--- src/udp_tx_defs.svh ---
// frame constants for the UDP transmitter; PKT_LEN is fixed here and must stay below 2048
`ifndef UDP_TX_DEFS_SVH
`define UDP_TX_DEFS_SVH

////////////////////////////////////////
// section lengths in bytes
////////////////////////////////////////
`define PKT_LEN        1452
`define PREAMBLE_LEN   8
`define ETH_HDR_LEN    14
`define IP_HDR_LEN     20
`define UDP_HDR_LEN    8
`define FCS_LEN        4

// preamble fill and start of frame delimiter
`define PREAMBLE_BYTE  8'h55
`define SFD_BYTE       8'hd5

////////////////////////////////////////
// fixed header field values
////////////////////////////////////////
`define ETH_TYPE_IPV4  16'h0800
`define IP_VER         4'h4
`define IP_IHL         4'h5
`define IP_TOS         8'h00
`define IP_ID          16'h0000
`define IP_FLAGS       3'b000
`define IP_FRAG_OFF    13'h0000
`define IP_TTL         8'd64
`define IP_PROTO_UDP   8'd17
`define UDP_CSUM       16'h0000

`endif
--- src/eth_frame_pkg.sv ---
// protocol level types; field values are big-endian as they appear on the wire
package eth_frame_pkg;

	// one frame's addressing, captured per header handshake
	typedef struct packed {
		logic [47:0] dst_mac;
		logic [47:0] src_mac;
		logic [31:0] dst_ip;
		logic [31:0] src_ip;
		logic [15:0] dst_port;
		logic [15:0] src_port;
	} hdr_fields_t;

	// frame sections in transmit order
	typedef enum logic [2:0] {
		PREAMBLE = 3'd0,
		ETH_HDR  = 3'd1,
		IP_HDR   = 3'd2,
		UDP_HDR  = 3'd3,
		PAYLOAD  = 3'd4,
		FCS      = 3'd5
	} frame_sect_t;

endpackage

--- src/tx_pipe_pkg.sv ---
// items passed between pipeline stages; byte index is limited to 11 bits
package tx_pipe_pkg;

	// section plus byte position inside that section
	typedef struct packed {
		eth_frame_pkg::frame_sect_t sect;
		logic [10:0]                idx;
	} seq_item_t;

	// one frame byte on its way to the serializer
	typedef logic [7:0] byte_item_t;

endpackage

--- src/stream_if.sv ---
// valid/ready link; source must hold item and last while valid is high and ready low
`timescale 1ns/100ps

interface stream_if #(
	parameter type T = logic [7:0]
);
	logic valid;
	logic ready;
	T     item;
	// marks the final item of a frame
	logic last;

	modport src (
		output valid, item, last,
		input  ready
	);

	modport snk (
		input  valid, item, last,
		output ready
	);

endinterface

--- src/udp_mii_tx.sv ---
// UDP/IPv4 frame transmitter on 4-bit MII; payload length fixed, pay_valid must keep up
`timescale 1ns/100ps

module udp_mii_tx
	import eth_frame_pkg::*, tx_pipe_pkg::*;
(
	input  logic        clk,
	input  logic        c_done,
	// header handshake
	input  logic        hdr_valid,
	output logic        hdr_ready,
	input  logic [47:0] dst_mac,
	input  logic [47:0] src_mac,
	input  logic [31:0] dst_ip,
	input  logic [31:0] src_ip,
	input  logic [15:0] dst_port,
	input  logic [15:0] src_port,
	// payload byte stream
	input  logic        pay_valid,
	output logic        pay_ready,
	input  logic [7:0]  pay_data,
	// MII side
	output logic        mii_txen,
	output logic [3:0]  mii_txd,
	output logic        tx_done
);

	hdr_fields_t hdr;
	hdr_fields_t fields;
	logic [15:0] ip_csum;
	logic [15:0] ip_total_len;
	logic [15:0] udp_len;

	stream_if #(.T(seq_item_t))  seq_s ();
	stream_if #(.T(byte_item_t)) byte_s ();

	assign hdr = '{dst_mac: dst_mac, src_mac: src_mac, dst_ip: dst_ip,
		src_ip: src_ip, dst_port: dst_port, src_port: src_port};

	////////////////////////////////////////
	// decode -> execute -> result
	////////////////////////////////////////
	frame_sequencer u_seq (
		.clk          (clk),
		.c_done       (c_done),
		.hdr_valid    (hdr_valid),
		.hdr          (hdr),
		.hdr_ready    (hdr_ready),
		.fields       (fields),
		.ip_csum      (ip_csum),
		.ip_total_len (ip_total_len),
		.udp_len      (udp_len),
		.seq_s        (seq_s.src)
	);

	frame_byte_gen u_gen (
		.clk          (clk),
		.c_done       (c_done),
		.fields       (fields),
		.ip_csum      (ip_csum),
		.ip_total_len (ip_total_len),
		.udp_len      (udp_len),
		.pay_valid    (pay_valid),
		.pay_data     (pay_data),
		.pay_ready    (pay_ready),
		.seq_s        (seq_s.snk),
		.byte_s       (byte_s.src)
	);

	mii_nibble_tx u_mii (
		.clk      (clk),
		.c_done   (c_done),
		.byte_s   (byte_s.snk),
		.mii_txen (mii_txen),
		.mii_txd  (mii_txd),
		.tx_done  (tx_done)
	);

endmodule

--- src/mii_nibble_tx.sv ---
// MII nibble serializer, low nibble first; a late byte drops mii_txen between bytes
`timescale 1ns/100ps

module mii_nibble_tx (
	input  logic       clk,
	input  logic       c_done,
	stream_if.snk      byte_s,
	output logic       mii_txen,
	output logic [3:0] mii_txd,
	output logic       tx_done
);

	logic       phase_hi;
	logic [3:0] hi_nib;
	logic       byte_last;
	logic       byte_xfer;

	// take a byte when idle or while the high nibble is on the wire
	assign byte_s.ready = !mii_txen || phase_hi;
	assign byte_xfer    = byte_s.valid && byte_s.ready;

	always_ff @(posedge clk or negedge c_done) begin
		if (!c_done) begin
			mii_txen <= 1'b0;
			mii_txd  <= 4'h0;
			phase_hi <= 1'b0;
			tx_done  <= 1'b0;
		end else begin
			tx_done <= mii_txen && phase_hi && byte_last;
			if (byte_xfer) begin
				mii_txen <= 1'b1;
				mii_txd  <= byte_s.item[3:0];
				phase_hi <= 1'b0;
			end else if (mii_txen && !phase_hi) begin
				mii_txd  <= hi_nib;
				phase_hi <= 1'b1;
			end else begin
				// nothing waiting after the high nibble
				mii_txen <= 1'b0;
				phase_hi <= 1'b0;
			end
		end
	end

	always_ff @(posedge clk) begin
		if (byte_xfer) begin
			hi_nib    <= byte_s.item[7:4];
			byte_last <= byte_s.last;
		end
	end

endmodule

--- src/frame_byte_gen.sv ---
// byte mapping per section; payload bytes must arrive on pay_data or the frame stalls
`timescale 1ns/100ps
`include "udp_tx_defs.svh"

module frame_byte_gen
	import eth_frame_pkg::*, tx_pipe_pkg::*;
(
	input  logic         clk,
	input  logic         c_done,
	input  hdr_fields_t  fields,
	input  logic [15:0]  ip_csum,
	input  logic [15:0]  ip_total_len,
	input  logic [15:0]  udp_len,
	input  logic         pay_valid,
	input  logic [7:0]   pay_data,
	output logic         pay_ready,
	stream_if.snk        seq_s,
	stream_if.src        byte_s
);

	logic         can_accept;
	logic         pay_item;
	logic         seq_xfer;
	logic         crc_init;
	logic         crc_en;
	logic [31:0]  crc;
	logic [31:0]  fcs;
	logic [111:0] eth_hdr;
	logic [159:0] ip_hdr;
	logic [63:0]  udp_hdr;
	byte_item_t   next_byte;

	// output register empty or draining this cycle
	assign can_accept = !byte_s.valid || byte_s.ready;
	assign pay_item   = seq_s.valid && (seq_s.item.sect == PAYLOAD);
	assign seq_s.ready = can_accept && (!pay_item || pay_valid);
	assign pay_ready  = can_accept && pay_item && pay_valid;
	assign seq_xfer   = seq_s.valid && seq_s.ready;

	////////////////////////////////////////
	// header images, msb byte sent first
	////////////////////////////////////////
	assign eth_hdr = {fields.dst_mac, fields.src_mac, `ETH_TYPE_IPV4};
	assign ip_hdr  = {`IP_VER, `IP_IHL, `IP_TOS, ip_total_len, `IP_ID,
		`IP_FLAGS, `IP_FRAG_OFF, `IP_TTL, `IP_PROTO_UDP, ip_csum,
		fields.src_ip, fields.dst_ip};
	assign udp_hdr = {fields.src_port, fields.dst_port, udp_len, `UDP_CSUM};
	assign fcs     = ~crc;

	always_comb begin
		case (seq_s.item.sect)
			PREAMBLE: begin
				next_byte = (seq_s.item.idx == 11'(`PREAMBLE_LEN - 1)) ? `SFD_BYTE
					: `PREAMBLE_BYTE;
			end
			ETH_HDR: next_byte = eth_hdr[8 * (`ETH_HDR_LEN - 1 - int'(seq_s.item.idx)) +: 8];
			IP_HDR:  next_byte = ip_hdr[8 * (`IP_HDR_LEN - 1 - int'(seq_s.item.idx)) +: 8];
			UDP_HDR: next_byte = udp_hdr[8 * (`UDP_HDR_LEN - 1 - int'(seq_s.item.idx)) +: 8];
			PAYLOAD: next_byte = pay_data;
			// fcs goes out lsb byte first
			default: next_byte = fcs[8 * seq_s.item.idx[1:0] +: 8];
		endcase
	end

	// crc covers ethernet header through payload
	assign crc_init = seq_xfer && (seq_s.item.sect == PREAMBLE) && (seq_s.item.idx == '0);
	assign crc_en   = seq_xfer && (seq_s.item.sect != PREAMBLE) && (seq_s.item.sect != FCS);

	crc32_d8 u_crc (
		.clk      (clk),
		.c_done   (c_done),
		.data     (next_byte),
		.crc_init (crc_init),
		.crc_en   (crc_en),
		.crc      (crc)
	);

	always_ff @(posedge clk or negedge c_done) begin
		if (!c_done) begin
			byte_s.valid <= 1'b0;
		end else if (seq_xfer) begin
			byte_s.valid <= 1'b1;
		end else if (byte_s.ready) begin
			byte_s.valid <= 1'b0;
		end
	end

	always_ff @(posedge clk) begin
		if (seq_xfer) begin
			byte_s.item <= next_byte;
			byte_s.last <= seq_s.last;
		end
	end

endmodule

--- src/frame_sequencer.sv ---
// header capture and section walk; a zero destination MAC is accepted and dropped
`timescale 1ns/100ps
`include "udp_tx_defs.svh"

module frame_sequencer
	import eth_frame_pkg::*, tx_pipe_pkg::*;
(
	input  logic         clk,
	input  logic         c_done,
	input  logic         hdr_valid,
	input  hdr_fields_t  hdr,
	output logic         hdr_ready,
	output hdr_fields_t  fields,
	output logic [15:0]  ip_csum,
	output logic [15:0]  ip_total_len,
	output logic [15:0]  udp_len,
	stream_if.src        seq_s
);

	localparam logic [15:0] UDP_LEN_C  = 16'(`PKT_LEN + `UDP_HDR_LEN);
	localparam logic [15:0] IP_TOTAL_C = 16'(`PKT_LEN + `UDP_HDR_LEN + `IP_HDR_LEN);

	typedef enum logic {
		S_IDLE,
		S_SEQ
	} state_t;

	state_t      state;
	frame_sect_t sect;
	logic [10:0] idx;
	logic        hdr_xfer;
	logic        frame_go;

	// last index of each section
	function automatic logic [10:0] sect_last(input frame_sect_t s);
		case (s)
			PREAMBLE: return 11'(`PREAMBLE_LEN - 1);
			ETH_HDR:  return 11'(`ETH_HDR_LEN - 1);
			IP_HDR:   return 11'(`IP_HDR_LEN - 1);
			UDP_HDR:  return 11'(`UDP_HDR_LEN - 1);
			PAYLOAD:  return 11'(`PKT_LEN - 1);
			default:  return 11'(`FCS_LEN - 1);
		endcase
	endfunction

	function automatic frame_sect_t sect_next(input frame_sect_t s);
		case (s)
			PREAMBLE: return ETH_HDR;
			ETH_HDR:  return IP_HDR;
			IP_HDR:   return UDP_HDR;
			UDP_HDR:  return PAYLOAD;
			PAYLOAD:  return FCS;
			default:  return PREAMBLE;
		endcase
	endfunction

	// ones' complement sum over the ten header words, checksum word taken as zero
	function automatic logic [15:0] ip_hdr_csum(input hdr_fields_t f, input logic [15:0] tot);
		logic [19:0] sum;
		sum = 20'({`IP_VER, `IP_IHL, `IP_TOS}) + 20'(tot) + 20'(`IP_ID)
			+ 20'({`IP_FLAGS, `IP_FRAG_OFF}) + 20'({`IP_TTL, `IP_PROTO_UDP})
			+ 20'(f.src_ip[31:16]) + 20'(f.src_ip[15:0])
			+ 20'(f.dst_ip[31:16]) + 20'(f.dst_ip[15:0]);
		// two folds cover any carry out of ten words
		sum = 20'(sum[15:0]) + 20'(sum[19:16]);
		sum = 20'(sum[15:0]) + 20'(sum[19:16]);
		return ~sum[15:0];
	endfunction

	assign hdr_ready = (state == S_IDLE);
	assign hdr_xfer  = hdr_valid && hdr_ready;
	assign frame_go  = hdr_xfer && (hdr.dst_mac != '0);

	assign seq_s.valid = (state == S_SEQ);
	assign seq_s.item  = seq_item_t'{sect: sect, idx: idx};
	assign seq_s.last  = (sect == FCS) && (idx == 11'(`FCS_LEN - 1));

	////////////////////////////////////////
	// section / index walk
	////////////////////////////////////////
	always_ff @(posedge clk or negedge c_done) begin
		if (!c_done) begin
			state <= S_IDLE;
			sect  <= PREAMBLE;
			idx   <= '0;
		end else begin
			case (state)
				S_IDLE: begin
					if (frame_go) begin
						state <= S_SEQ;
						sect  <= PREAMBLE;
						idx   <= '0;
					end
				end
				default: begin
					if (seq_s.ready) begin
						if (seq_s.last) begin
							state <= S_IDLE;
						end else if (idx == sect_last(sect)) begin
							sect <= sect_next(sect);
							idx  <= '0;
						end else begin
							idx <= idx + 11'd1;
						end
					end
				end
			endcase
		end
	end

	// header fields held for the whole frame
	always_ff @(posedge clk) begin
		if (frame_go) begin
			fields <= hdr;
		end
	end

	// ready one cycle after capture, long before the ip header is sent
	always_ff @(posedge clk) begin
		ip_total_len <= IP_TOTAL_C;
		udp_len      <= UDP_LEN_C;
		ip_csum      <= ip_hdr_csum(fields, IP_TOTAL_C);
	end

endmodule

--- src/crc32_d8.sv ---
// reflected Ethernet CRC-32, one byte per enable; crc is the raw register, not complemented
`timescale 1ns/100ps

module crc32_d8 (
	input  logic        clk,
	input  logic        c_done,
	input  logic [7:0]  data,
	input  logic        crc_init,
	input  logic        crc_en,
	output logic [31:0] crc
);

	// 04c11db7 bit reversed
	localparam logic [31:0] POLY_REFL = 32'hedb88320;

	function automatic logic [31:0] crc_step(input logic [31:0] c, input logic [7:0] d);
		logic [31:0] r;
		r = c ^ {24'h0, d};
		// lsb first, one shift per data bit
		for (int i = 0; i < 8; i++) begin
			r = r[0] ? ((r >> 1) ^ POLY_REFL) : (r >> 1);
		end
		return r;
	endfunction

	always_ff @(posedge clk or negedge c_done) begin
		if (!c_done) begin
			crc <= '1;
		end else if (crc_init) begin
			crc <= '1;
		end else if (crc_en) begin
			crc <= crc_step(crc, data);
		end
	end

endmodule

--- config.mk ---
export PLATFORM = sky130hd
export DESIGN_NAME = udp_mii_tx
export DESIGN_NICKNAME = d
export VERILOG_FILES = /design/src/eth_frame_pkg.sv /design/src/tx_pipe_pkg.sv /design/src/stream_if.sv /design/src/udp_mii_tx.sv /design/src/mii_nibble_tx.sv /design/src/frame_byte_gen.sv /design/src/frame_sequencer.sv /design/src/crc32_d8.sv
export VERILOG_INCLUDE_DIRS = /design/src
export SDC_FILE = /design/constraint.sdc
export NUM_CORES = 1
export LEC_CHECK = 0
export ABC_AREA = 1
export BUFFER_PORTS_ARGS = -buffer_cell sky130_fd_sc_hd__clkbuf_2
export CORE_MARGIN = 8
export CORE_UTILIZATION = 35
export CTS_CLUSTER_DIAMETER = 40
export CTS_CLUSTER_SIZE = 12
export DETAILED_ROUTE_END_ITERATION = 10
export PLACE_DENSITY = 0.54
export SYNTH_ARGS = -nofsm -noshare
export SYNTH_HDL_FRONTEND = slang
export SYNTH_SLANG_ARGS = --single-unit
--- constraint.sdc ---
create_clock -name clk -period 19.55 [get_ports clk]
set_input_delay 0.9775 -clock clk [delete_from_list [all_inputs] [get_ports clk]]
set_output_delay 0.9775 -clock clk [all_outputs]
set_load 0.005 [all_outputs]
==> results.rst, run 1 <==
.. list-table::
   :header-rows: 1

   * - Metric
     - Value
   * - Initial Utilization
     - 35.4%
   * - CP Data Arrival Time
     - 8.96 ns
   * - Number of port buffers
     - 211
   * - Sequential cell area
     - 0.00793 sq mm
   * - Clock transition time at the flip-flop clock pins of the worst setup and hold paths
     - 0.05 ns
   * - Min-Delay Path Class
     - flop to flop
   * - Placeable core area
     - 0.0454 sq mm
   * - Boundary pin count
     - 212
   * - Final HPWL DP
     - 38200 microns
   * - Pin count of the biggest net entering global routing
     - 80
   * - Drt wl/cell
     - 18.8 microns
   * - Clk_lat worst skew
     - 0.58 ns
   * - Critical Path Start Type
     - flop
   * - Root buffer selected by CTS
     - clkbuf_16
   * - Pins over their slew limit
     - 0
   * - Mean instance size in the synthesized netlist
     - 8.78 sq um
   * - GR Overflow Total
     - 0
   * - Critical-path cell with the highest stage delay
     - fa_1
   * - Global-route wire length before repair
     - 77800 microns
   * - Cell count of the worst hold path
     - 0
   * - Width of the die
     - 230 microns
   * - Setup fix buffers added after clock tree synthesis
     - 0
   * - CTS sink count
     - 277
   * - Number of hold-repair buffers added at the cts stage
     - 0
   * - Vias/cell
     - 4.93
   * - Number of warnings issued by yosys
     - 0
   * - Share of post-route cells with drive strength above 1
     - 19.9%
   * - Final Critical Period
     - 8.52 ns
   * - Distinct cell type count after synthesis
     - 59
   * - Worst Path Max Fanout
     - 4
   * - Result of the run
     - finished clean
   * - Leading cell types in the layout, fill and taps excluded
     - nand2_1 (444), inv_1 (253), clkbuf_2 (211)
   * - Setup TNS after final layout
     - 0 ns
   * - Number of synthesized register bits
     - 277
   * - Worst reg2reg path depth
     - 58
   * - Leakage component of the power
     - 8.58 nW
   * - Number of global-route vias before repair
     - 13600
   * - Routability Congestion
     - 0.915
   * - Most common cell after layout, fill and taps aside
     - nand2_1
   * - Slew at the pin closest to its max-slew limit
     - 1.03 ns
   * - Worst path bufs/invs
     - 9
   * - Number of buffers added by the clock tree synthesis step
     - 47
   * - Worst stage delay on the critical path
     - 0.51 ns
   * - Worst vdd ir
     - 0.0712 mV
   * - Number of violations reported at the end of detailed-routing iteration 0
     - 1075
   * - Top FF cell, synth
     - edfxtp_1
   * - Period Utilization, post-route
     - 43.6%
   * - Async set or reset register ratio after synthesis
     - 19.9%
   * - FILL cells
     - 4486
   * - Quantity of gates resized following cts
     - 0
   * - Power density cells
     - 77.5 mW/mm^2
   * - Die span in y
     - 230 microns
   * - Htree depth
     - 2
   * - CP required
     - 19.99 ns
   * - R2R Path Start
     - u_seq.fields[48]
   * - Number of buffers on the longest clock path
     - 3
   * - Crit Path Category
     - flop to flop
   * - Family with the most delay on the worst path
     - simple AND/OR/NAND/NOR gates
   * - Initial antenna violation count
     - 6
   * - Most numerous cell on the critical path
     - nand2_1
   * - Antenna-violating nets left
     - 0
   * - CTS tree
     - built
   * - Max-cap violation count
     - 0
   * - Max-slew headroom
     - 30.4%
   * - Final nets
     - 2323
   * - Die footprint
     - 0.0531 sq mm
   * - Synthesized cell area
     - 0.0161 sq mm
   * - Synthesized instance count
     - 1832
   * - Area Growth Syn to Fin
     - 20.1%
   * - Worst setup EP type
     - flop
   * - Share of the yosys chip area belonging to registers
     - 49.3%
   * - Post-synthesis net count
     - 2103
   * - EDFF count, synth
     - 206
   * - Total area of multi-input combinational cells
     - 0.00689 sq mm
   * - Hold Startpoint
     - u_gen.byte_s.last
   * - Maximum frequency from static timing analysis
     - 0.117 GHz
   * - Site row count
     - 78
   * - Final Hold Fails
     - 0
   * - Aggregate global-route resource usage
     - 18.7%
   * - Clock skew after layout
     - 0.0359 ns
   * - Final Routed Wirelength
     - 50500 microns
   * - RSZ-0062 raised after global routing
     - false
   * - Total cell area at the placement stage
     - 0.0177 sq mm
   * - Detailed-router iteration count before antenna repair
     - 5
   * - Critical Path Source
     - u_seq.fields[48]
   * - Number of cells on the critical path
     - 58
   * - Residual DRC
     - 0
   * - Final standard cell area without fillers
     - 0.0193 sq mm
   * - Routed vias
     - 13300
   * - Setup-failing EPs final
     - 0
-- Yosys cell counts (7+ instances only) --
library cell	number	area (sq um)
a21oi_1	68	340
a22oi_1	13	97.6
buf_2	28	140
buf_4	9	67.6
clkbuf_1	8	30.0
dfrtp_1	23	576
dfstp_2	32	841
dfxtp_1	16	320
edfxtp_1	206	6190
fa_1	33	661
ha_1	34	425
inv_1	254	953
nand2_1	444	1670
nand2_2	33	206
nand3_1	163	816
nand4_1	15	93.8
nor2_1	141	529
nor2_2	7	43.8
nor3_1	14	70.1
nor4_1	17	106
o211ai_1	8	60.1
o21ai_0	105	526
o21ai_1	19	95.1
o22ai_1	9	56.3
xor2_1	49	429
-- worst register-to-register path: cells and delay by family (launching register included) --
kind	cells	cell delay [ns]
adder cells (fa/ha/maj)	6	2.23
buffers and inverters	9	0.59
XOR/XNOR	2	0.30
AO/OA/AOI/OAI	4	0.67
AND/OR/NAND/NOR	37	4.13
flip-flops	1	0.45
-- layer usage --
| metal | global-route usage (%) | vias up | wire [microns] |
|---|---|---|---|
| li1 | - | 6530 | - |
| met4 | 6.14 | 6 | 1360 |
| met5 | 0 | - | 44 |
| met1 | 24.8 | 6226 | 22600 |
| met2 | 30.2 | 429 | 23300 |
| met3 | 3.89 | 81 | 3240 |
-- sequential cells by signal (all words and copies together) (netlist names), 3 cells and up --
register,count
u_seq.idx,11
u_gen.byte_s.item,8
u_seq.ip_csum,16
u_mii.mii_txd,4
u_seq.sect,3
u_gen.u_crc.crc,32
u_seq.fields,192
u_mii.hi_nib,4
-- per-stage QoR --
step                      utilization [%]  hold slack (ns)  std cells  setup WS [ns]  total power [mW]
after global placement               39.0            0.401       2603          11.32             0.672
after detailed placement             39.0            0.406       2603          11.16             0.672
after global routing                 42.6            0.418       2691           9.96              1.54
final                                42.6            0.412       2692          11.03              1.50
after floorplan                         -            0.400       1832           7.25             0.645
after CTS                            42.6            0.414       2690          11.08              1.52
-- kinds of logic (layout without fill, tap and decap cells) --
logic type | count (synthesis) | after routing | share of synthesized area, %
flip-flops | 277 | 277 | 49.3
multiplexers | 2 | 2 | 0.140
XOR/XNOR | 57 | 57 | 3.24
adder cells (fa/ha/maj) | 67 | 67 | 6.75
buffers and inverters | 313 | 571 | 8.03
other | 0 | 2 | 0
AND/OR/NAND/NOR | 864 | 864 | 23.7
AO/OA/AOI/OAI | 252 | 252 | 8.91
-- path summary, 6_finish.rpt --
path / to / slack, ns
min reg2reg: u_mii.byte_last / 0.41
max in group asynchronous: u_seq.idx[0] / 18.42
max reg2reg: u_seq.ip_csum[15] / 11.03
min in group asynchronous: u_mii.mii_txen / 0.56
min: u_mii.byte_last / 0.41
max: u_seq.ip_csum[15] / 11.03
-- layout make-up --
type                       count  area share (%)
antenna                        2          0.0259
clock buffer                  52            6.18
clock inverter                35            2.24
inverter                     261            5.08
multi-input combinational   1242            35.6
sequential                   277            41.0
tap                          600            3.88
timing repair buffer         223            5.93
-- where the power goes --
group | leakage [nW] | switching (mW) | total (mW) | internal, mW
combinational | 5.21 | 0.0131 | 0.0279 | 0.0148
sequential | 2.57 | 0 | 0.633 | 0.633
clock | 0.792 | 0.317 | 0.838 | 0.521
Power figures use the tool's default switching activity.
==> run 2, diff against run 1 <==
==> constraint.sdc (replaced) <==
create_clock -name clk -period 8.84 [get_ports clk]
set_input_delay 0.442 -clock clk [delete_from_list [all_inputs] [get_ports clk]]
set_output_delay 0.442 -clock clk [all_outputs]
set_load 0.005 [all_outputs]
==> run 2 against run 1 <==
  * Power up 110%
  * Core utilization down 0.21 points
  * Global-route usage up 0.15 points
  * Cell area down 0.50%
  * Critical endpoint unchanged
  * Critical path type unchanged
  * Clock skew down 0.013 ns
  * Cell count about the same
  * Clock-buffer cell count down 2
==> results.rst, run 2 (synthesis results as in run 1) <==
.. list-table::
   :header-rows: 1

   * - Metric
     - Value
   * - Result of the run
     - finished clean (unchanged)
   * - Initial antenna violation count
     - 5 (was 6)
   * - Number of flip-flops under the largest register name
     - 192 (unchanged)
   * - Switching Share
     - 22.3% (was 22.0%)
   * - Critical Path Start Type
     - flop (unchanged)
   * - Regs by FF count
     - u_seq.fields (192), u_gen.u_crc.crc (32), u_seq.ip_csum (16) (unchanged)
   * - CP Data Arrival Time
     - 8.46 ns (was 8.96 ns)
   * - Boundary pin count
     - 212 (unchanged)
   * - Detailed-router iteration count before antenna repair
     - 5 (unchanged)
   * - Worst stage delay on the critical path
     - 0.49 ns (was 0.51 ns)
   * - Final HPWL DP
     - 38000 microns (was 38200 microns)
   * - Number of violations reported at the end of detailed-routing iteration 0
     - 1079 (was 1075)
   * - CTS sink count
     - 277 (unchanged)
   * - Proportion of power drawn by the clock network
     - 53.8% (was 55.9%)
   * - CP required
     - 9.30 ns (was 19.99 ns)
   * - Post-route non-filler standard cell count
     - 2690 (was 2692)
   * - Number of port buffers
     - 211 (unchanged)
   * - Worst vdd ir
     - 0.137 mV (was 0.0712 mV)
   * - Setup TNS after final layout
     - 0 ns (unchanged)
   * - Residual DRC
     - 0 (unchanged)
   * - Routed vias
     - 13400 (was 13300)
   * - Leakage component of the power
     - 8.51 nW (was 8.58 nW)
   * - P_sw
     - 0.703 mW (was 0.330 mW)
   * - CTS tree
     - built (unchanged)
   * - Die footprint
     - 0.0531 sq mm (unchanged)
   * - Number of global-route vias before repair
     - 13400 (was 13600)
   * - Root buffer selected by CTS
     - clkbuf_16 (unchanged)
   * - Worst Path Max Fanout
     - 4 (unchanged)
   * - Worst setup EP type
     - flop (unchanged)
   * - Clk_lat worst skew
     - 0.57 ns (was 0.58 ns)
   * - Internal power summed over all cells
     - 2.46 mW (was 1.17 mW)
   * - Setup-failing EPs final
     - 0 (unchanged)
   * - Most numerous cell on the critical path
     - nand2_1 (unchanged)
   * - Routability Congestion
     - 0.883 (was 0.915)
   * - Area Growth Syn to Fin
     - 19.5% (was 20.1%)
   * - Most common cell after layout, fill and taps aside
     - nand2_1 (unchanged)
   * - Placed Instances
     - 2603 (unchanged)
   * - Clock skew after layout
     - 0.0225 ns (was 0.0359 ns)
   * - Fraction of power consumed by sequential logic
     - 44.3% (was 42.2%)
   * - Htree depth
     - 2 (unchanged)
   * - Final Critical Period
     - 8.00 ns (was 8.52 ns)
   * - Width of the die
     - 230 microns (unchanged)
   * - Maximum frequency from static timing analysis
     - 0.125 GHz (was 0.117 GHz)
   * - Clock transition time at the flip-flop clock pins of the worst setup and hold paths
     - 0.05 ns (about the same)
   * - Max-slew headroom
     - 24.7% (was 30.4%)
   * - Max-cap violation count
     - 0 (unchanged)
   * - Final nets
     - 2324 (was 2323)
   * - RSZ-0062 raised after global routing
     - false (unchanged)
   * - Critical-path cell with the highest stage delay
     - fa_1 (unchanged)
   * - Aggregate global-route resource usage
     - 18.8% (was 18.7%)
   * - Period Utilization, post-route
     - 90.5% (was 43.6%)
   * - Drt wl/cell
     - 18.8 microns (about the same)
   * - Placeable core area
     - 0.0454 sq mm (unchanged)
   * - Antenna-violating nets left
     - 0 (unchanged)
   * - Most flops, register
     - u_seq.fields (unchanged)
   * - Initial Utilization
     - 35.4% (unchanged)
   * - Number of buffers added by the clock tree synthesis step
     - 45 (was 47)
   * - Power density cells
     - 164 mW/mm^2 (was 77.5 mW/mm^2)
   * - GR Overflow Total
     - 0 (unchanged)
   * - Slew at the pin closest to its max-slew limit
     - 1.12 ns (was 1.03 ns)
   * - Final Routed Wirelength
     - 50600 microns (was 50500 microns)
   * - Crit Path Category
     - flop to flop (unchanged)
   * - Die span in y
     - 230 microns (unchanged)
   * - Pins over their slew limit
     - 0 (unchanged)
   * - Setup slack after placement
     - 0.409 ns (was 11.16 ns)
   * - Leading cell types in the layout, fill and taps excluded
     - nand2_1 (444), inv_1 (251), clkbuf_2 (211) (was nand2_1 (444), inv_1 (253), clkbuf_2 (211))
   * - Pin count of the biggest net entering global routing
     - 86 (was 80)
   * - Global-route wire length before repair
     - 78500 microns (was 77800 microns)
   * - Share of post-route cells with drive strength above 1
     - 20.3% (was 19.9%)
   * - Comb power frac
     - 2.0% (was 1.9%)
   * - Vias/cell
     - 4.99 (was 4.93)
   * - Fin worst setup slack
     - 0.842 ns (was 11.03 ns)
   * - Min-Delay Path Class
     - input pin to async pin (was flop to flop)
   * - Site row count
     - 78 (unchanged)
   * - Final Hold Fails
     - 0 (unchanged)
   * - Number of buffers on the longest clock path
     - 3 (unchanged)
run 2: cell count changes in the layout (fill, tap and decap cells not counted), sizes merged:
cell and delta:
buf +3, bufinv -3, clkbuf -2, inv -2, clkinv +1, clkinvlp +1
run 2: critical path: cells and delay by family (launching register included):
family | cells | cell delay, ns
buffers and inverters | 9 | 0.59
adder cells (fa/ha/maj) | 6 | 2.20
XOR/XNOR | 2 | 0.34
AO/OA/AOI/OAI | 6 | 0.73
flip-flops | 1 | 0.44
AND/OR/NAND/NOR | 35 | 3.62
run 2: power by group through the flow:
| stage | logic (mW) | registers [mW] | clock network [mW] |
|---|---|---|---|
| after floorplan | 0.00129 | 1.42 | 0 |
| after global placement | 0.0620 | 1.42 | 0 |
| after detailed placement | 0.0632 | 1.42 | 0 |
| after CTS | 0.0635 | 1.40 | 1.74 |
| after global routing | 0.0670 | 1.40 | 1.79 |
| final | 0.0619 | 1.40 | 1.70 |
run 2: final timing paths:
check                           cells past startpoint  slack [ns]                end            startpoint
max in group asynchronous                           2        8.23       u_seq.idx[0]                c_done
worst max register to register                     58        0.84  u_seq.ip_csum[15]      u_seq.fields[48]
worst min register to register                      0        0.42    u_mii.hi_nib[3]  u_gen.byte_s.item[7]
worst min-delay path                                2        0.02     u_mii.phase_hi                c_done
worst max-delay path                               58        0.84  u_seq.ip_csum[15]      u_seq.fields[48]
min in group clk                                    1        0.04   u_seq.fields[10]          src_port[10]
run 2: cell type report:
cell class,count,area (sq um)
antenna,2,5.00
clock buffer,50,1150
clock inverter,32,308
fill,4517,26200
inverter,261,982
multi-input combinational,1242,6930
sequential,277,7930
tap,600,751
timing repair buffer,226,1170
run 2: metrics by stage:
step / power, mW / cell area, sq um / util, % / hold slack, ns
CTS: 3.20 / 19200 / 42.2 / 0.00343
global route: 3.25 / 19200 / 42.4 / 0.00787
global placement: 1.49 / 17700 / 39.0 / 0.406
detailed placement: 1.49 / 17700 / 39.0 / 0.408
finish: 3.16 / 19200 / 42.4 / 0.0227
floorplan: 1.43 / 16100 / - / 0.146
run 2: metal layers:
metal | vias to the layer above | global-route usage (%) | wire length [microns]
met5 | - | 0 | 35
met4 | 6 | 6.08 | 1360
met3 | 82 | 4.02 | 3220
met2 | 428 | 30.6 | 23500
met1 | 6369 | 24.9 | 22500
li1 | 6525 | - | -
run 2: repair_timing:
item | CTS | global route
endpoints found under the hold margin | 0 | 0
resized for setup | 0 | 15
setup endpoints to repair | 0 | 5
buffers inserted | 0 | 3
hold buffers | 0 | 0
==> run 3, diff against run 2 <==
--- a/config.mk
+++ b/config.mk
@@ -9,11 +9,11 @@
 export ABC_AREA = 1
 export BUFFER_PORTS_ARGS = -buffer_cell sky130_fd_sc_hd__clkbuf_2
 export CORE_MARGIN = 8
-export CORE_UTILIZATION = 35
+export CORE_UTILIZATION = 50
 export CTS_CLUSTER_DIAMETER = 40
 export CTS_CLUSTER_SIZE = 12
 export DETAILED_ROUTE_END_ITERATION = 10
-export PLACE_DENSITY = 0.54
+export PLACE_DENSITY = 0.71
 export SYNTH_ARGS = -nofsm -noshare
 export SYNTH_HDL_FRONTEND = slang
 export SYNTH_SLANG_ARGS = --single-unit
==> run 3 against run 2 <==
  * Hold slack improved by 0.038 ns
  * Global-route usage rose by 5.8 points
  * Maximum frequency fell by 1.7%
  * Cell area fell by 1.8%
  * Critical path depth did not move
  * Sequential share of layout area rose by 0.74 points
  * Worst setup slack got worse by 0.14 ns
  * Sequential power barely moved
  * Core utilization rose by 17 points
  * Via count rose by 1.8%
  * Highest routed layer unchanged
==> results.rst, run 3 (synthesis results as in run 1) <==
.. list-table::
   :header-rows: 1

   * - Metric
     - Value
   * - Result of the run
     - finished clean (unchanged)
   * - Vias/cell
     - 5.51 (was 4.99)
   * - Family with the most delay on the worst path
     - simple AND/OR/NAND/NOR gates (unchanged)
   * - Fin worst setup slack
     - 0.700 ns (was 0.842 ns)
   * - Clock transition time at the flip-flop clock pins of the worst setup and hold paths
     - 0.05 ns (about the same)
   * - Site row count
     - 65 (was 78)
   * - Max-slew headroom
     - 33.1% (was 24.7%)
   * - Regs by FF count
     - u_seq.fields (192), u_gen.u_crc.crc (32), u_seq.ip_csum (16) (unchanged)
   * - Area Growth Syn to Fin
     - 17.4% (was 19.5%)
   * - Fraction of met1 tracks used by global routing
     - 32.4% (was 24.9%)
   * - Number of flip-flops under the largest register name
     - 192 (unchanged)
   * - Residual DRC
     - 0 (unchanged)
   * - Aggregate global-route resource usage
     - 24.7% (was 18.8%)
   * - Die span in y
     - 195 microns (was 230 microns)
   * - Final HPWL DP
     - 35500 microns (was 38000 microns)
   * - Final Critical Period
     - 8.14 ns (was 8.00 ns)
   * - Clock skew after layout
     - 0.0332 ns (was 0.0225 ns)
   * - Worst Path Max Fanout
     - 4 (unchanged)
   * - Setup TNS after final layout
     - 0 ns (unchanged)
   * - Worst stage delay on the critical path
     - 0.50 ns (was 0.49 ns)
   * - CP required
     - 9.25 ns (was 9.30 ns)
   * - Maximum frequency from static timing analysis
     - 0.123 GHz (was 0.125 GHz)
   * - Power density cells
     - 162 mW/mm^2 (was 164 mW/mm^2)
   * - Gr busiest metal
     - met2 (unchanged)
   * - Clk_lat worst skew
     - 0.55 ns (was 0.57 ns)
   * - Width of the die
     - 195 microns (was 230 microns)
   * - Most common cell after layout, fill and taps aside
     - nand2_1 (unchanged)
   * - Final Hold Fails
     - 0 (unchanged)
   * - Critical Path Start Type
     - flop (unchanged)
   * - Setup-failing EPs final
     - 0 (unchanged)
   * - Met2 track demand over resource
     - 40.1% (was 30.6%)
   * - Routability Congestion
     - 0.973 (was 0.883)
   * - Drt wl/cell
     - 19.3 microns (was 18.8 microns)
   * - Detailed-router iteration count before antenna repair
     - 5 (unchanged)
   * - Root buffer selected by CTS
     - clkbuf_16 (unchanged)
   * - GR met3 Demand/Resource
     - 5.31% (was 4.02%)
   * - Crit Path Category
     - flop to flop (unchanged)
   * - Routed vias
     - 13700 (was 13400)
   * - Placeable core area
     - 0.0316 sq mm (was 0.0454 sq mm)
   * - Slew at the pin closest to its max-slew limit
     - 1.00 ns (was 1.12 ns)
   * - Antenna-violating nets left
     - 0 (unchanged)
   * - FILL cells
     - 2733 (was 4517)
   * - Comb power frac
     - 2.0% (about the same)
   * - CTS tree
     - built (unchanged)
   * - Number of port buffers
     - 211 (unchanged)
   * - Proportion of power drawn by the clock network
     - 52.4% (was 53.8%)
   * - Critical-path cell with the highest stage delay
     - fa_1 (unchanged)
   * - Leading cell types in the layout, fill and taps excluded
     - nand2_1 (443), inv_1 (251), clkbuf_2 (211) (was nand2_1 (444), inv_1 (251), clkbuf_2 (211))
   * - Die footprint
     - 0.0382 sq mm (was 0.0531 sq mm)
   * - Fraction of power consumed by sequential logic
     - 45.6% (was 44.3%)
   * - Initial Utilization
     - 50.8% (was 35.4%)
   * - Htree depth
     - 2 (unchanged)
   * - Most flops, register
     - u_seq.fields (unchanged)
   * - Sequential cell area
     - 0.00793 sq mm (unchanged)
   * - Number of buffers added by the clock tree synthesis step
     - 40 (was 45)
   * - Pin count of the biggest net entering global routing
     - 91 (was 86)
   * - Share of post-route cells with drive strength above 1
     - 20.2% (was 20.3%)
   * - Worst path bufs/invs
     - 9 (unchanged)
   * - Worst setup EP type
     - flop (unchanged)
   * - Final nets
     - 2320 (was 2324)
   * - Period Utilization, post-route
     - 92.1% (was 90.5%)
   * - Worst vdd ir
     - 0.174 mV (was 0.137 mV)
   * - Number of violations reported at the end of detailed-routing iteration 0
     - 1106 (was 1079)
   * - Number of global-route vias before repair
     - 13700 (was 13400)
   * - CP Data Arrival Time
     - 8.55 ns (was 8.46 ns)
   * - Global-route wire length before repair
     - 74600 microns (was 78500 microns)
   * - Initial antenna violation count
     - 2 (was 5)
   * - Final Routed Wirelength
     - 47800 microns (was 50600 microns)
   * - CTS sink count
     - 277 (unchanged)
   * - Total area of multi-input combinational cells
     - 0.00695 sq mm (was 0.00693 sq mm)
   * - Final standard cell utilization of the core
     - 59.7% (was 42.4%)
   * - Max-cap violation count
     - 0 (unchanged)
   * - Most numerous cell on the critical path
     - nand2_1 (unchanged)
   * - Leakage component of the power
     - 8.46 nW (was 8.51 nW)
   * - Internal power summed over all cells
     - 2.42 mW (was 2.46 mW)
   * - GR Overflow Total
     - 0 (unchanged)
   * - Boundary pin count
     - 212 (unchanged)
   * - P_sw
     - 0.642 mW (was 0.703 mW)
   * - Number of buffers on the longest clock path
     - 3 (unchanged)
   * - Switching Share
     - 21.0% (was 22.3%)
   * - Setup slack after placement
     - 0.378 ns (was 0.409 ns)
   * - Pins over their slew limit
     - 0 (unchanged)
   * - Min-Delay Path Class
     - input pin to async pin (unchanged)
[run 3: cell count changes in the layout (fill, tap and decap cells not counted), moves of 2 or more]
| cell | before | now |
|---|---|---|
| nand3_2 | 5 | 7 |
| clkinv_2 | 4 | 0 |
| clkbuf_1 | 4 | 6 |
| bufinv_16 | 2 | 4 |
| ha_1 | 34 | 32 |
| clkbuf_16 | 45 | 41 |
| clkinv_4 | 9 | 2 |
| ha_2 | 0 | 2 |
| nand3_1 | 163 | 161 |
[run 3: power groups by stage]
stage / Clock, mW / Combinational, mW / Sequential (mW)
6_report: 1.61 / 0.0610 / 1.40
5_1_grt: 1.68 / 0.0661 / 1.40
4_1_cts: 1.63 / 0.0616 / 1.40
3_5_place_dp: 0 / 0.0612 / 1.42
3_3_place_gp: 0 / 0.0604 / 1.42
2_1_floorplan: 0 / 0.00129 / 1.42
[run 3: final cells by class]
class                           count  area share, %
Clock buffer                       48           5.62
Inverter                          261           5.20
Timing Repair Buffer              227           6.23
Antenna cell                        1         0.0132
Sequential cell                   277           42.0
Clock inverter                     21           1.54
Tap cell                          402           2.66
Multi-Input combinational cell   1242           36.8
[run 3: worst paths after layout]
| path | depth (start not counted) | end | start | slack [ns] |
|---|---|---|---|---|
| max in group asynchronous | 2 | u_seq.idx[0] | c_done | 8.23 |
| min in group clk | 1 | u_seq.fields[69] | dst_ip[5] | 0.07 |
| worst min register to register | 0 | u_mii.hi_nib[1] | u_gen.byte_s.item[5] | 0.40 |
| worst max register to register | 58 | u_seq.ip_csum[15] | u_seq.fields[48] | 0.70 |
| worst min-delay path | 2 | u_mii.tx_done | c_done | 0.06 |
| worst max-delay path | 58 | u_seq.ip_csum[15] | u_seq.fields[48] | 0.70 |
[run 3: what timing repair did]
item,CTS,global route
setup buffers,0,7
hold buffers,0,0
gates resized for setup,0,23
setup endpoints to repair,0,6
[run 3: routing by layer]
| layer | wire length [microns] | up-vias |
|---|---|---|
| met5 | 23 | - |
| met4 | 1380 | 4 |
| met3 | 4050 | 86 |
| met2 | 22300 | 627 |
| met1 | 20000 | 6430 |
| li1 | - | 6508 |
[run 3: stage by stage]
| stage | total power, mW | hold WS [ns] | cell area, sq um | cells |
|---|---|---|---|---|
| final | 3.07 | 0.0610 | 18900 | 2479 |
| after global routing | 3.14 | 0.0395 | 18900 | 2478 |
| after CTS | 3.09 | 0.0435 | 18800 | 2471 |
| after detailed placement | 1.49 | 0.406 | 17400 | 2402 |
| after global placement | 1.48 | 0.404 | 17400 | 2402 |
| after floorplan | 1.43 | 0.146 | 16100 | 1832 |
[run 3: worst register-to-register path, delay by kind of cell (launching register included)]
family                   cells  cell delay [ns]
XOR/XNOR                     2             0.35
adder cells (fa/ha/maj)      6             2.13
AO/OA/AOI/OAI                6             0.73
flip-flops                   1             0.43
AND/OR/NAND/NOR             35             3.74
buffers and inverters        9             0.59
